===== src/hw/bp_params.svh =====
`ifndef BP_PARAMS_SVH
`define BP_PARAMS_SVH

`define BP_VADDR_BITS     32
`define BP_BLOCK_BYTES    32
`define BP_BLOCK_OFF_BITS 5
`define BP_SIZE_BITS      6

`define BP_UBTB_ENTRIES   16
`define BP_UBTB_TAG_BITS  8
`define BP_BTB_ENTRIES    64
`define BP_BTB_TAG_BITS   21

`define BP_RAS_DEPTH      8
`define BP_RAS_PTR_BITS   3

// slot 0 holds conditional branches only, slot 1 is the tail slot.
`define BP_SLOT_NUM       2
`define BP_BR_OFF_BITS    13
`define BP_TAIL_BITS      20

`define BP_RESET_PC       32'h8000_0000

`endif


===== src/hw/bp_ras.sv =====
`timescale 1ns/1ps
`include "bp_params.svh"

module bp_ras (
    input  logic                        clk,
    input  logic                        arst_n_i,
    input  logic                        push_i,
    input  logic                        pop_i,
    input  logic [`BP_VADDR_BITS-1:0]   push_addr_i,
    input  logic                        restore_i,
    input  logic [`BP_RAS_PTR_BITS-1:0] restore_ptr_i,
    output logic [`BP_VADDR_BITS-1:0]   top_o,
    output logic [`BP_RAS_PTR_BITS-1:0] ptr_o
);
    logic [`BP_VADDR_BITS-1:0]   stack_q [`BP_RAS_DEPTH];
    logic [`BP_RAS_PTR_BITS-1:0] ptr_q;
    logic [`BP_RAS_PTR_BITS-1:0] ptr_inc;
    logic [`BP_RAS_PTR_BITS-1:0] ptr_dec;

    // the depth is a power of two, so the pointer wraps on its own.
    assign ptr_inc = ptr_q + 1'b1;
    assign ptr_dec = ptr_q - 1'b1;
    assign top_o   = stack_q[ptr_q];
    assign ptr_o   = ptr_q;

    always_ff @(posedge clk or negedge arst_n_i) begin
        if (!arst_n_i) begin
            ptr_q <= '0;
        end else if (restore_i) begin
            ptr_q <= restore_ptr_i;
        end else if (push_i) begin
            ptr_q <= ptr_inc;
        end else if (pop_i) begin
            ptr_q <= ptr_dec;
        end
    end

    // old entries are overwritten, never cleared, so a restore can reuse them.
    always_ff @(posedge clk) begin
        if (push_i && !restore_i) begin
            stack_q[ptr_inc] <= push_addr_i;
        end
    end

    a_no_push_and_pop: assert property (@(posedge clk) disable iff (!arst_n_i)
        !(push_i && pop_i));

endmodule


===== config.mk =====
export PLATFORM = sky130hd
export DESIGN_NAME = bp_ras
export DESIGN_NICKNAME = d
export VERILOG_FILES = /design/src/hw/bp_ras.sv
export VERILOG_INCLUDE_DIRS = /design/src /design/src/hw
export SDC_FILE = /design/constraint.sdc
export NUM_CORES = 1
export LEC_CHECK = 0
export BUFFER_PORTS_ARGS = -buffer_cell sky130_fd_sc_hd__buf_2
export CAP_MARGIN = 20
export CORE_ASPECT_RATIO = 1.5
export CORE_MARGIN = 1.5
export CORE_UTILIZATION = 30
export CTS_CLUSTER_DIAMETER = 50
export DETAILED_ROUTE_END_ITERATION = 8
export PLACE_DENSITY_LB_ADDON = 0.3
export SLEW_MARGIN = 20
export SYNTH_ARGS = -nofsm -noshare
export SYNTH_HDL_FRONTEND = slang
export SYNTH_SLANG_ARGS = --single-unit

===== constraint.sdc =====
create_clock -name clk -period 3.8 [get_ports clk]
set_clock_uncertainty 0.1 [all_clocks]
set_input_delay 0.76 -clock clk [delete_from_list [all_inputs] [get_ports clk]]
set_output_delay 0.76 -clock clk [all_outputs]
set_load 0.01 [all_outputs]

Word level (Yosys, flattened, before mapping)
Memories as Yosys holds them, arrays and structs flattened. Cells that the tools add are included.

Muxes and demuxes: 5. Reduce and logical (&&, ||, !) cells: 3. Add/subtract/negate cells: 2.

Operator list (count): 3-bit two-way mux (3); 3-bit by 1-bit adder with 3-bit output (second input constant) (1); 3-bit nonzero test (1); 3-bit by 1-bit subtractor with 3-bit output (second input constant) (1); 1-bit two-way mux (2); 1-bit logical AND (1); 1-bit zero test (1).

Output and inout port bits: 35. Memories: 1. Register bits after elaboration: 3. Input bits: 40. Bits in writable memories: 256.

Memories: stack_q (depth 8, bits a word 32, rd ports 1, clocked after memory_dff 0, write ports 1, RTL line bp_ras.sv:15) `` logic [`BP_VADDR_BITS-1:0] stack_q [`BP_RAS_DEPTH]; ``.

Logic depth before layout (Yosys ltp)
Word-level depth: 4. Gate-level depth with buffers: 7.

Least setup slack after synthesis
Ideal clock, no wire load.

Kind: flip-flop to flip-flop. From: register ptr_q[1], in the netlist ptr_o[1]. To: memory stack_q[0][0] (netlist name), enable pin. Path slack: -0.346 ns. Stages on the path, launching flop included: 6. Buffers on the path: 2. Arrival time: 3.585 ns. Cell sequence: dfrtp_1 > clkbuf_1 > inv_1 > clkbuf_1 > ha_1 > nor3_1.

Cells in the longest elaborated chain, start to end: 1.

RTL lines: start: declaration (RTL line bp_ras.sv:16) `` logic [`BP_RAS_PTR_BITS-1:0] ptr_q; ``; start signal: assignment (RTL line bp_ras.sv:30) `ptr_q <= restore_ptr_i;`; start signal: assignment (RTL line bp_ras.sv:32) `ptr_q <= ptr_inc;`; start signal: assignment (RTL line bp_ras.sv:34) `ptr_q <= ptr_dec;`; 3-bit by 1-bit adder with 3-bit output (RTL line bp_ras.sv:21) `assign ptr_inc = ptr_q + 1'b1;`; end: declaration (RTL line bp_ras.sv:15).

Every way passes these cells.

Worst setup path after layout
From: register ptr_q[0], in the netlist ptr_o[0]. To: output port top_o[27].

Cells in the longest elaborated chain, start to end: 1.

RTL lines: memory 8 x 32 bit; end: declaration (RTL line bp_ras.sv:12) `` output logic [`BP_VADDR_BITS-1:0] top_o, ``.

Every way passes these cells.

==> results.tsv <==
metric	value	unit
largest net degree at the start of global routing	44	
H-tree depth	1	
GRT overflow	0	
WS Path Type	reg2out	
Cell Area, Synth	0.00994	mm²
layout cells sized above 1	34.9	%
Final Net Count	609	
Yosys top cell by area	edfxtp_1	
Synth Register Bits	259	
leakage	3.90	nW
Area contributors post-synth	edfxtp_1, mux4_2, nand2_1, dfrtp_1, buf_12	
Initial Util	30.5	%
RSZ-0062 raised after global routing	false	
P per Cell Area	550	mW/mm²
outcome	finished clean	
fmax	0.283	GHz
Starting DRT DRC Count	412	
Distinct cells, synth	24	
Post-synth ARST share	1.16	%
Max FO, Critical Path	36	
final-report setup violation count	0	
syn_nets	518	
Post-DP HPWL	11.7	mm
data required time of the worst path	2940	ps
r2r worst-path depth	5	
# DRC	0	
CTS Root Cell	clkbuf_16	
Worst Hold Depth	3	
Die ar.	0.0342	mm²
Total GRT Usage	12.4	%
slew at the pin closest to its max-slew limit	795	ps
Post-synth EDFFs	256	
register area share after synthesis	78.1	%
antenna viol nets, final	0	
setup bufs post-CTS	0	
Max Cap Viol	0	
CTS resizes	0	
FP Rows	81	
final hold violations	0	
final worst path period share	92.9	%
Clock Tree Buf Depth	3	
Worst setup SP type	flop	
DRT Wirelength	20.7	mm
Slew HR	46.6	%
first-pass GRT wire length	30.9	mm
I/O Pins	75	
Finished Layout Cells	1003	
fin. max-slew vios	0	
TNS Setup	0	ps
Post-Syn Instances	476	
wire length per cell	20.6	µm
number of port buffers	74	
Area growth syn-to-layout	17.9	%
Layout Utilization	35.9	%
drt pass-1 iters	5	
Skew-Pair Late Insertion Delay	520	ps
chip height	226	µm
DP Worst Slack	713	ps
CTS buffer count	24	
CP Capture Type	output port	
post-DR vias/cell	4.67	
# fillers	3045	
Core ar.	0.0326	mm²
vias in the first global route	5044	
Yosys top cell area share	77.4	%
Tmin final	3530	ps
Placed Instances	955	
area of placed instances	0.0109	mm²
peak supply drop	0.000251	V
worst hold-check path type	in2reg	
Syn Area/Cell	20.9	µm²
cell area after layout	0.0117	mm²
Die Wd	152	µm
RD Place Congestion	0.653	
CTS clk-pin slew, worst paths	60	ps
initial antenna violation count	2	
Final WS setup	268	ps
DR vias	4685	
CTS tree	yes	
YS warnings	0	
Most used DFF post-synth	edfxtp_1	
clock sink count	259	
crit path DAT	2670	ps
==> path summary, 6_finish.rpt <==
path	startpoint	to	slack [ps]
max	ptr_o[0]$_DFFE_PN0P_	top_o[27]	270
min in group asynchronous	arst_n_i	ptr_o[1]$_DFFE_PN0P_	460
max reg2reg	ptr_o[0]$_DFFE_PN0P_	stack_q[6][1]$_DFFE_PP_	850
max in group asynchronous	arst_n_i	ptr_o[0]$_DFFE_PN0P_	3020
min	restore_ptr_i[0]	ptr_o[0]$_DFFE_PN0P_	350
min reg2reg	ptr_o[1]$_DFFE_PN0P_	ptr_o[1]$_DFFE_PN0P_	590
==> final cells by class <==
type / instances / area [µm²] / area share [%]
diodes: 3 / 7.51 / 0.0641
clock buffers: 28 / 637 / 5.43
clock inverters: 16 / 179 / 1.53
inverters: 2 / 7.51 / 0.0641
multi-input cells: 191 / 2050 / 17.5
flip-flops and latches: 259 / 7770 / 66.3
well taps: 415 / 519 / 4.43
repair buffers: 89 / 548 / 4.68
==> flip-flops by register name, indices dropped and copies added (netlist names) <==
register  count
ptr_o         3
stack_q     256
==> power by group <==
part	switching (W)	total [W]	internal [W]
combinational	0.000392	0.000693	0.000301
sequential	0.0000605	0.00330	0.00324
clock	0.00103	0.00245	0.00142
==> what timing repair did <==
| item | in CTS | in global routing |
|---|---|---|
| hold buffers | 1 | 0 |
| setup endpoints to repair | 0 | 0 |
| endpoints found under the hold margin | 3 | 0 |
==> cells by family after synthesis <==
kind of cell	share of synthesized area (%)
and+or+nand+nor	4.72
buffers and inverters	1.80
xor gates and xnor gates	0.264
adders and majority gates	0.252
muxes	14.5
DFF	78.1
AOI/OAI and AO/OA	0.340
==> worst max-delay path, cell delays in order (launching register included) <==
cell and delay (ps):
dfrtp_4 860, buf_4 430, mux4_2 560, nand2_1 80, nand2_1 70, buf_2 140
==> per-layer routing <==
layer | global-route usage, % | routed length (µm) | up-vias
met5 | 0 | 7 | -
li1 | - | - | 2081
met2 | 21.5 | 10700 | 126
met4 | 3.97 | 321 | 2
met3 | 2.51 | 1060 | 26
met1 | 15.6 | 8580 | 2450
==> metrics by stage <==
step	hold WS, ps	power [W]
detailed placement	463	0.00408
floorplan	364	0.00379
CTS	329	0.00654
global placement	459	0.00406
finish	353	0.00645
global route	355	0.00669
==> synth_stat cells, drive strengths merged, types with 2 or more instances <==
cell	number
buf	18
clkbuf	6
dfrtp	3
edfxtp	256
ha	2
inv	2
mux4	64
nand2	101
nand3b	2
nor2	7
nor3	2
nor3b	2
o21ai	2
xnor2	2
==> layout by cell type, fill, tap and decap left out, types with 3 or more instances in the layout <==
master       n
edfxtp_1   256
nand2_1    101
buf_2       74
mux4_2      64
clkbuf_16   25
buf_4        9
clkinv_2     7
nor2_4       6
buf_12       5
diode_2      3
bufinv_16    3
clkbuf_1     3
Note: power is estimated with default switching activity, not from simulation.
