**src/hw/bp_params.svh**
```systemverilog
`ifndef BP_PARAMS_SVH
`define BP_PARAMS_SVH

`define BP_VADDR_BITS     32
`define BP_BLOCK_BYTES    32
`define BP_BLOCK_OFF_BITS 5
`define BP_SIZE_BITS      6

`define BP_UBTB_ENTRIES   16
`define BP_UBTB_TAG_BITS  8
`define BP_BTB_ENTRIES    64
`define BP_BTB_TAG_BITS   21

`define BP_RAS_DEPTH      8
`define BP_RAS_PTR_BITS   3

// slot 0 holds conditional branches only, slot 1 is the tail slot.
`define BP_SLOT_NUM       2
`define BP_BR_OFF_BITS    13
`define BP_TAIL_BITS      20

`define BP_RESET_PC       32'h8000_0000

`endif

```
**src/hw/bp_pkg.sv**
```systemverilog
`include "bp_params.svh"

package bp_pkg;

    typedef enum logic [2:0] {
        BR_NONE     = 3'd0,
        BR_COND     = 3'd1,
        BR_DIRECT   = 3'd2,
        BR_INDIRECT = 3'd3,
        BR_CALL     = 3'd4,
        BR_RET      = 3'd5
    } br_type_e;

    // indirect tails keep the low target bits, the others a start-relative offset.
    typedef union packed {
        logic signed [`BP_TAIL_BITS-1:0] rel_off;
        logic        [`BP_TAIL_BITS-1:0] abs_low;
    } tail_target_u;

    typedef struct packed {
        logic                                valid;
        logic [`BP_BTB_TAG_BITS-1:0]         tag;
        logic                                slot0_valid;
        logic [`BP_BLOCK_OFF_BITS-1:0]       slot0_offset;
        logic signed [`BP_BR_OFF_BITS-1:0]   slot0_target;
        logic                                tail_valid;
        logic [`BP_BLOCK_OFF_BITS-1:0]       tail_offset;
        br_type_e                            tail_type;
        tail_target_u                        tail_target;
    } btb_entry_t;

    typedef struct packed {
        logic [`BP_VADDR_BITS-1:0]   start;
        logic [`BP_VADDR_BITS-1:0]   target;
        logic                        taken;
        br_type_e                    br_type;
        logic [`BP_SIZE_BITS-1:0]    size;
        logic [`BP_RAS_PTR_BITS-1:0] ras_ptr;
    } bp_pred_t;

    typedef struct packed {
        logic [`BP_VADDR_BITS-1:0]   flush_pc;
        logic [`BP_RAS_PTR_BITS-1:0] ras_ptr;
    } bp_squash_t;

    typedef struct packed {
        logic [`BP_VADDR_BITS-1:0] start;
        btb_entry_t                entry;
        logic [`BP_SLOT_NUM-1:0]   taken;
    } bp_update_t;

    function automatic logic [1:0] ctr_next(input logic [1:0] ctr, input logic taken);
        if (taken) begin
            return (ctr == 2'b11) ? ctr : ctr + 2'b01;
        end
        return (ctr == 2'b00) ? ctr : ctr - 2'b01;
    endfunction

    function automatic logic [`BP_SIZE_BITS-1:0] slot_size(
        input logic [`BP_BLOCK_OFF_BITS-1:0] offset
    );
        return {1'b0, offset} + 3'd4;
    endfunction

    function automatic logic [`BP_VADDR_BITS-1:0] slot0_target(
        input logic [`BP_VADDR_BITS-1:0] start,
        input btb_entry_t                e
    );
        return start + {{(`BP_VADDR_BITS-`BP_BR_OFF_BITS){e.slot0_target[`BP_BR_OFF_BITS-1]}},
                        e.slot0_target};
    endfunction

    function automatic logic [`BP_VADDR_BITS-1:0] tail_target(
        input logic [`BP_VADDR_BITS-1:0] start,
        input btb_entry_t                e
    );
        if (e.tail_type == BR_INDIRECT) begin
            return {start[`BP_VADDR_BITS-1:`BP_TAIL_BITS], e.tail_target.abs_low};
        end
        return start + {{(`BP_VADDR_BITS-`BP_TAIL_BITS){e.tail_target.rel_off[`BP_TAIL_BITS-1]}},
                        e.tail_target.rel_off};
    endfunction

    function automatic bp_pred_t fall_pred(input logic [`BP_VADDR_BITS-1:0] start);
        bp_pred_t p;
        p         = '0;
        p.start   = start;
        p.target  = start + `BP_BLOCK_BYTES;
        p.br_type = BR_NONE;
        p.size    = `BP_SIZE_BITS'(`BP_BLOCK_BYTES);
        return p;
    endfunction

endpackage

```
**src/hw/bp_s2_override.sv**
```systemverilog
`timescale 1ns/1ps
`include "bp_params.svh"

module bp_s2_override (
    input  bp_pkg::bp_pred_t            s2_i,
    input  logic                        s2_valid_i,
    input  bp_pkg::btb_entry_t          entry_i,
    input  logic [`BP_SLOT_NUM-1:0]     cond_taken_i,
    input  logic [`BP_VADDR_BITS-1:0]   ras_top_i,
    input  logic [`BP_RAS_PTR_BITS-1:0] ras_ptr_i,
    output bp_pkg::bp_pred_t            pred_o,
    output logic                        override_o
);
    logic hit;
    logic slot0_taken;
    logic tail_taken;

    assign hit = entry_i.valid &&
                 (entry_i.tag == s2_i.start[`BP_VADDR_BITS-1 -: `BP_BTB_TAG_BITS]);

    assign slot0_taken = entry_i.slot0_valid && cond_taken_i[0];

    // calls, returns and jumps are always taken; a conditional tail follows its counter.
    assign tail_taken = entry_i.tail_valid && entry_i.tail_type != bp_pkg::BR_NONE &&
                        (entry_i.tail_type != bp_pkg::BR_COND || cond_taken_i[1]);

    always_comb begin
        pred_o = s2_i;
        if (hit) begin
            if (slot0_taken) begin
                pred_o.target  = bp_pkg::slot0_target(s2_i.start, entry_i);
                pred_o.taken   = 1'b1;
                pred_o.br_type = bp_pkg::BR_COND;
                pred_o.size    = bp_pkg::slot_size(entry_i.slot0_offset);
            end else if (tail_taken) begin
                if (entry_i.tail_type == bp_pkg::BR_RET) begin
                    pred_o.target = ras_top_i;
                end else begin
                    pred_o.target = bp_pkg::tail_target(s2_i.start, entry_i);
                end
                pred_o.taken   = 1'b1;
                pred_o.br_type = entry_i.tail_type;
                pred_o.size    = bp_pkg::slot_size(entry_i.tail_offset);
            end else begin
                pred_o = bp_pkg::fall_pred(s2_i.start);
            end
        end
        pred_o.ras_ptr = ras_ptr_i;
    end

    // only the target decides an override, a matching target keeps stage one.
    assign override_o = s2_valid_i && hit && (pred_o.target != s2_i.target);

endmodule

```
**config.mk**
```make
export PLATFORM = sky130hd
export DESIGN_NAME = bp_s2_override
export DESIGN_NICKNAME = d
export VERILOG_FILES = /design/src/hw/bp_pkg.sv /design/src/hw/bp_s2_override.sv
export VERILOG_INCLUDE_DIRS = /design/src /design/src/hw
export SDC_FILE = /design/constraint.sdc
export NUM_CORES = 1
export LEC_CHECK = 0
export BUFFER_PORTS_ARGS = -buffer_cell sky130_fd_sc_hd__buf_2
export CORE_MARGIN = 2
export CORE_UTILIZATION = 54
export DETAILED_ROUTE_END_ITERATION = 10
export GPL_ROUTABILITY_DRIVEN = 0
export MAX_ROUTING_LAYER = met4
export PLACE_DENSITY = 0.86
export SLEW_MARGIN = 20
export SYNTH_ARGS = -nofsm -noshare
export SYNTH_HDL_FRONTEND = slang
export SYNTH_SLANG_ARGS = --single-unit
export TNS_END_PERCENT = 100
```
**constraint.sdc**
```tcl
create_clock -name vclk -period 4.3
set_input_delay 0.215 -clock vclk [all_inputs]
set_output_delay 0.215 -clock vclk [all_outputs]
set_load 0.02 [all_outputs]
```
---- Word-level counts from Yosys, hierarchy flattened ----
Cells that the tools add are included.
operators by class
  $add $sub $neg .......................... 5
  eq/ne operators ......................... 5
  multiplexer cells ....................... 13
  reduce and logical (&&, ||, !) cells .... 8
operators with widths
  cell                     count
  $mux W32                 3
  $mux W42                 2
  $add A32 B32 Y32         2
  $mux W45                 1
  $add A32 B6 Y32 const B  1
  $ne A32 B32 Y1           1
  $eq A21 B21 Y1           1
  $add A5 B3 Y6 const B    2
  $logic_and A1 B1 Y1      6
  $mux W3                  2
  $mux W1                  5
  $eq A3 B2 Y1 const B     1
  $eq A3 B3 Y1 const B     1
  $ne A3 B1 Y1 const B     1
  $reduce_bool A3 Y1       1
  $logic_or A1 B1 Y1       1
word-level totals
  register bits ........................... 0
  output and inout bits ................... 78
  word-level logic and storage cells ...... 31

---- Depth between registers and ports, before layout ----
Gate-level depths: netlist of the first run.
  depth in word-level cells ............... 13
  mapped depth ............................ 13
  mapped depth without buffers ............ 13

---- Worst setup path before layout of the first run ----
No wires, ideal clock.
  kind .................................... input to output
  start point ............................. in s2_i[45] (netlist name)
  end point ............................... out override_o
  arrival ................................. 3.240 ns
  path slack .............................. 0.845 ns
  cell stages on the path ................. 13
  path buffers ............................ 0
  cells stage by stage .................... ha_1 fa_1 a211oi_1 o21ai_2 a311o_1 and2_4 o22ai_2 nor3_1 o32a_1 xor2_1 a2111o_1 nor4_1 a41oi_1
between the ends
  cells in the longest elaborated chain, start to end .. 8
ends and longest elaborated chain
  item                     line                  RTL
  start, declared          bp_s2_override.sv:5   input bp_pkg::bp_pred_t s2_i,
  $add A32 B32 Y32         bp_pkg.sv:80          return start + {{(`BP_VADDR_BITS-`BP_TAIL_BITS){e.tail_target.rel_off[`BP_TAIL_BITS-1]}},
  $mux W32                 bp_pkg.sv:80
  $mux W32                 bp_s2_override.sv:36  if (entry_i.tail_type == bp_pkg::BR_RET) begin
  $mux W42                 bp_s2_override.sv:35  end else if (tail_taken) begin
  $mux W42 (*)             bp_s2_override.sv:30  if (slot0_taken) begin
  $mux W45 (*)             bp_s2_override.sv:29  if (hit) begin
  $ne A32 B32 Y1 (*)       bp_s2_override.sv:52  assign override_o = s2_valid_i && hit && (pred_o.target != s2_i.target);
  $logic_and A1 B1 Y1 (*)  bp_s2_override.sv:52
  end, declared            bp_s2_override.sv:12  output logic override_o
Mark *: on every way between the ends. The rest lies on a longest branch, timed or not.

---- Worst setup path in the final report of the first run ----
Ends and elaborated chain as after synthesis.

==> results of run 1 <==
Yosys cell counts (6+ instances only):
master,count
nand2_1,139
nor2_1,104
a21oi_1,87
o21ai_0,67
ha_1,65
xnor2_1,63
clkbuf_1,42
buf_4,35
nand3_1,31
xor2_1,30
nor3_1,29
inv_1,23
a21o_1,22
nand4_1,22
o211ai_1,21
nor4_1,20
a211oi_1,19
and3_1,17
o21a_1,16
a31oi_1,15
buf_2,14
o31ai_1,14
mux2i_1,13
o22ai_1,13
a221oi_1,11
nor2b_1,11
and2_1,10
mux2_2,10
a22oi_1,9
nand2b_1,9
o21ai_1,8
o221ai_1,8
a22o_1,7
a2111oi_0,6
a41oi_1,6
o21bai_1,6
final cells by class:
cell class         instances  area [sq um]
multi-input cells       1014          6810
well taps                176           220
repair buffers           279          1460
fillers                 1242          4720
diodes                     2          5.00
inverters                 24          90.1
worst paths after layout:
kind / startpoint / to / slack [ns] / cells after the start
worst max-delay path: s2_i[45] / override_o / 0.17 / 15
worst min-delay path: ras_ptr_i[1] / pred_o[1] / 0.43 / 0
per-stage QoR:
stage                      util  power [W]  instances  cell area, sq um  setup slack [ns]
after CTS                 0.644    0.00119       1493              8570             0.148
after global routing      0.645    0.00133       1495              8580            0.0174
after detailed placement  0.644    0.00119       1493              8570             0.164
after floorplan               -   0.000822       1131              7380             0.845
final                     0.645    0.00125       1495              8580             0.175
after global placement    0.644    0.00117       1493              8570             0.211
routing by layer:
layer | wire length [um] | share of wire | GRT usage
met1 | 11800 | 0.38 | 0.554
met2 | 12800 | 0.41 | 0.612
met3 | 4930 | 0.16 | 0.0883
met4 | 1620 | 0.052 | 0.156
met5 | 0 | 0 | -
power by group through the flow:
| stage | registers, W | logic, W | clock network (W) |
|---|---|---|---|
| floorplan | 0 | 0.000822 | 0 |
| global placement | 0 | 0.00117 | 0 |
| detailed placement | 0 | 0.00119 | 0 |
| CTS | 0 | 0.00119 | 0 |
| global route | 0 | 0.00133 | 0.0000000000622 |
| finish | 0 | 0.00125 | 0.0000000000622 |
cells by family (layout without fill, tap and decap cells):
family,count (synthesis),count (layout)
AND/OR/NAND/NOR,436,436
AO/OA/AOI/OAI,395,395
buffers and inverters,117,303
XOR/XNOR,93,93
adder cells (fa/ha/maj),67,67
multiplexers,23,23
other,0,2
critical path: cells and delay by family:
family                     cells  cell delay [ns]
adders and majority gates      2             0.68
muxes                          1             0.49
and+or+nand+nor                3             0.59
AOI/OAI and AO/OA              7             1.61
buffers and inverters          2             0.32
==> impl_metrics.env, run 1 <==
export IMPL_cap_violations=0
export IMPL_comb_power_share=1.000
export IMPL_synth_area_top_cells="ha_1 11%, xnor2_1 7.5%, nand2_1 7.1%, a21oi_1 5.9%, nor2_1 5.3%"
export IMPL_rsz0062_at_grt="false"
export IMPL_grt_pass1_vias=9074
export IMPL_vias=10200
export IMPL_cts_resized_gates=0
export IMPL_synth_warnings=0
export IMPL_max_freq_ghz=0.242
export IMPL_p_seq_frac=0
export IMPL_endpoint_kind="output pin"
export IMPL_synth_xor_area_frac=0.110
export IMPL_outcome="completed"
export IMPL_area_delta_synth_final_pct=16.2
export IMPL_whs_ns=0.430
export IMPL_seq_cell_count=0
export IMPL_final_common_cell="buf_2"
export IMPL_min_period_ns=4.13
export IMPL_crit_fanout=4
export IMPL_core_sq_um=13300
export IMPL_syn_area_sq_um=7380
export IMPL_dp_hpwl_um=25400
export IMPL_irDropWorstVdd_mv=0.0682
export IMPL_vias_per_cell=6.86
export IMPL_post_cts_setup_buffer_count=0
export IMPL_intPower_w=0.000469
export IMPL_grt_max_degree=43
export IMPL_cp_data_required_time_ns=4.09
export IMPL_synthCells=1131
export IMPL_grt_pass1_wl_um=47200
export IMPL_hold_class="in2out"
export IMPL_nClkBuffers=0
export IMPL_synth_top_area_cell="ha_1"
export IMPL_powerDensity_nw_per_um2=145
export IMPL_antenna_left=0
export IMPL_period_share=0.959
export IMPL_antenna_found_initial=2
export IMPL_synth_nets=1383
export IMPL_fin_nets=1571
export IMPL_ff_latch_area_sq_um=0
export IMPL_worstSetupPathType="in2out"
export IMPL_cp_start_kind="primary input"
export IMPL_setup_viol=0
export IMPL_routed_wl_um=31100
export IMPL_ys_seq_area_frac=0
export IMPL_clock_power_share=0
export IMPL_io_buffer_count=254
export IMPL_final_layout_size_suffix_gt1_frac=0.248
export IMPL_dr_pass1_iters=6
export IMPL_worst_pin_slew_ns=1.03
export IMPL_pin_count=263
export IMPL_rows=42
export IMPL_grt_total_usage=0.415
export IMPL_first_iter_violations=1636
export IMPL_start_util=0.555
export IMPL_die_area_sq_um=14600
export IMPL_most_common_layout_cells="254 x buf_2, 139 x nand2_1, 104 x nor2_1"
export IMPL_cts_hold_buf=0
export IMPL_relSlewSlack=0.311
export IMPL_fin_tns_setup_ns=0
export IMPL_die_w_um=121
export IMPL_synthAdderAreaFrac=0.116
export IMPL_synth_area_mux_share=0.0329
export IMPL_maxSlewViolCount=0
export IMPL_switchingPower_w=0.000779
export IMPL_synth_compound_area_share=0.371
export IMPL_synthSimpleGateAreaFrac=0.290
export IMPL_chipHeight_um=121
export IMPL_crit_path_top_delay_cell="mux2i_1"
export IMPL_ys_types=93
export IMPL_max_stage_delay_ns=0.49
export IMPL_p_leak_nw=3.81
export IMPL_drc=0
export IMPL_avgSynthCellArea_sq_um=6.53
export IMPL_crit_chain="buf_2 -> ha_1 -> fa_1 -> a21oi_1 -> nand4b_1 -> a311oi_1 -> o31ai_1 -> a21oi_1 -> o41ai_1 -> mux2i_1 -> or2_2 -> o2111ai_1 -> nor4_2 -> a41oi_1 -> buf_2"
export IMPL_finalHoldViolCount=0
export IMPL_wire_per_inst_um=20.8
export IMPL_p_sw_frac=0.624
export IMPL_overflow=0
export IMPL_synth_top_family_by_area="compound AO/OA/AOI/OAI gates"
export IMPL_yosysTopAreaCellShare=0.110
export IMPL_critPathArrivalTime_ns=3.91
Power figures use the tool's default switching activity.
==> run 2: changes to the inputs <==
--- a/config.mk
+++ b/config.mk
@@ -15,2 +15,3 @@
 export PLACE_DENSITY = 0.86
+export RECOVER_POWER = 100
 export SLEW_MARGIN = 20
==> constraint.sdc (replaced) <==
create_clock -name vclk -period 4.3
set_input_delay 0.43 -clock vclk [all_inputs]
set_output_delay 0.43 -clock vclk [all_outputs]
set_load 0.02 [all_outputs]
==> impl_metrics.env, run 2 (synthesized netlist as in run 1, its figures left out) <==
export IMPL_antenna_left=0
export IMPL_max_freq_ghz=0.234
export IMPL_die_area_sq_um=14600
export IMPL_ff_latch_area_sq_um=0
export IMPL_start_util=0.555
export IMPL_period_share=0.995
export IMPL_power_total_w=0.00135
export IMPL_drc=0
export IMPL_crit_chain="buf_2 -> ha_1 -> nand2_1 -> o21ai_1 -> buf_4 -> nor3_1 -> nor3_1 -> o22ai_4 -> and3_1 -> o32a_1 -> xor2_1 -> a2111o_1 -> nor4_2 -> buf_4 -> a41oi_2 -> buf_4"
export IMPL_chipHeight_um=121
export IMPL_finalHoldViolCount=0
export IMPL_crit_path_top_delay_cell="ha_1"
export IMPL_grt_max_degree=38
export IMPL_fillers=1106
export IMPL_grt_pass1_wl_um=48000
export IMPL_vias_per_cell=6.90
export IMPL_pre_cts_ws_ns=-0.0902
export IMPL_wire_per_inst_um=21.1
export IMPL_routed_wl_um=32600
export IMPL_setup_viol=0
export IMPL_dr_pass1_iters=9
export IMPL_core_sq_um=13300
export IMPL_cp_start_kind="primary input"
export IMPL_irDropWorstVdd_mv=0.0750
export IMPL_nClkBuffers=0
export IMPL_grt_pass1_vias=9254
export IMPL_pin_count=263
export IMPL_rsz0062_at_grt="true"
export IMPL_placed_cells=1534
export IMPL_vias=10600
export IMPL_overflow=0
export IMPL_endpoint_kind="output pin"
export IMPL_seq_cell_count=0
export IMPL_crit_fanout=6
export IMPL_first_iter_violations=2039
export IMPL_rows=42
export IMPL_final_layout_size_suffix_gt1_frac=0.286
export IMPL_max_stage_delay_ns=0.42
export IMPL_cpMostUsedCell="buf_4"
export IMPL_most_common_layout_cells="249 x buf_2, 139 x nand2_1, 103 x nor2_1"
export IMPL_fin_nets=1619
export IMPL_final_common_cell="buf_2"
export IMPL_area_delta_synth_final_pct=23.1
export IMPL_layout_cells_non_filler=1541
export IMPL_worst_pin_slew_ns=1.10
export IMPL_die_w_um=121
export IMPL_p_leak_nw=4.05
export IMPL_maxSlewViolCount=0
export IMPL_cap_violations=0
export IMPL_setup_slack_ns=0.0208
export IMPL_grt_total_usage=0.421
export IMPL_io_buffer_count=254
export IMPL_dp_hpwl_um=26200
export IMPL_outcome="completed"
export IMPL_fin_area_sq_um=9090
export IMPL_min_period_ns=4.28
export IMPL_relSlewSlack=0.260
export IMPL_powerDensity_nw_per_um2=148
export IMPL_fin_tns_setup_ns=0
export IMPL_diodes=0
export IMPL_cp_data_required_time_ns=3.87
export IMPL_worstSetupPathType="in2out"
export IMPL_dpl_instance_area_sq_um=8870
export IMPL_hold_class="in2out"
export IMPL_critPathArrivalTime_ns=3.85
export IMPL_antenna_found_initial=0
[run 2: cell count changes in the layout (fill, tap and decap cells not counted), sizes merged]
cell / delta
clkbuf: +2
diode: -2
buf: +46
[run 2: cell type report]
cell class | count | area (sq um) | share of cell area
multi-input combinational | 1014 | 6950 | 0.764
tap | 176 | 220 | 0.0242
timing repair buffer | 327 | 1840 | 0.202
inverter | 24 | 90.1 | 0.00991
[run 2: final timing paths]
path | from | to | cells after the start
setup / recovery | s2_i[62] | override_o | 16
hold / removal | ras_ptr_i[1] | pred_o[1] | 0
[run 2: power breakdown]
group / switching (W) / leakage, nW / internal, W
logic: 0.000821 / 4.05 / 0.000525
clock network: 0 / 0 / 0
registers: 0 / 0 / 0
total: 0.000821 / 4.05 / 0.000525
[run 2: through the flow]
step                hold WS (ns)  utilization
floorplan                  0.973            -
global placement           0.860        0.668
detailed placement         0.860        0.668
CTS                        0.860        0.669
global route               0.860        0.684
finish                     0.860        0.684
[run 2: metal layers]
metal,vias to the layer above,wire [um],GRT usage
met1,4726,12000,0.571
met2,949,13300,0.607
met5,-,0,-
li1,4741,-,-
met3,212,5280,0.0827
met4,0,1950,0.180
[run 2: critical path: cells and delay by family]
family | cells | cell delay [ns]
xor gates and xnor gates | 1 | 0.15
adders and majority gates | 1 | 0.42
and+or+nand+nor | 5 | 0.94
buffers and inverters | 4 | 0.71
AOI/OAI and AO/OA | 5 | 1.19
[run 2: repair_timing]
action | CTS | global route
hold buffers | 0 | 0
resized for setup | 4 | 30
pin swaps | 1 | 19
setup endpoints to repair | 1 | 1
setup buffers | 0 | 7
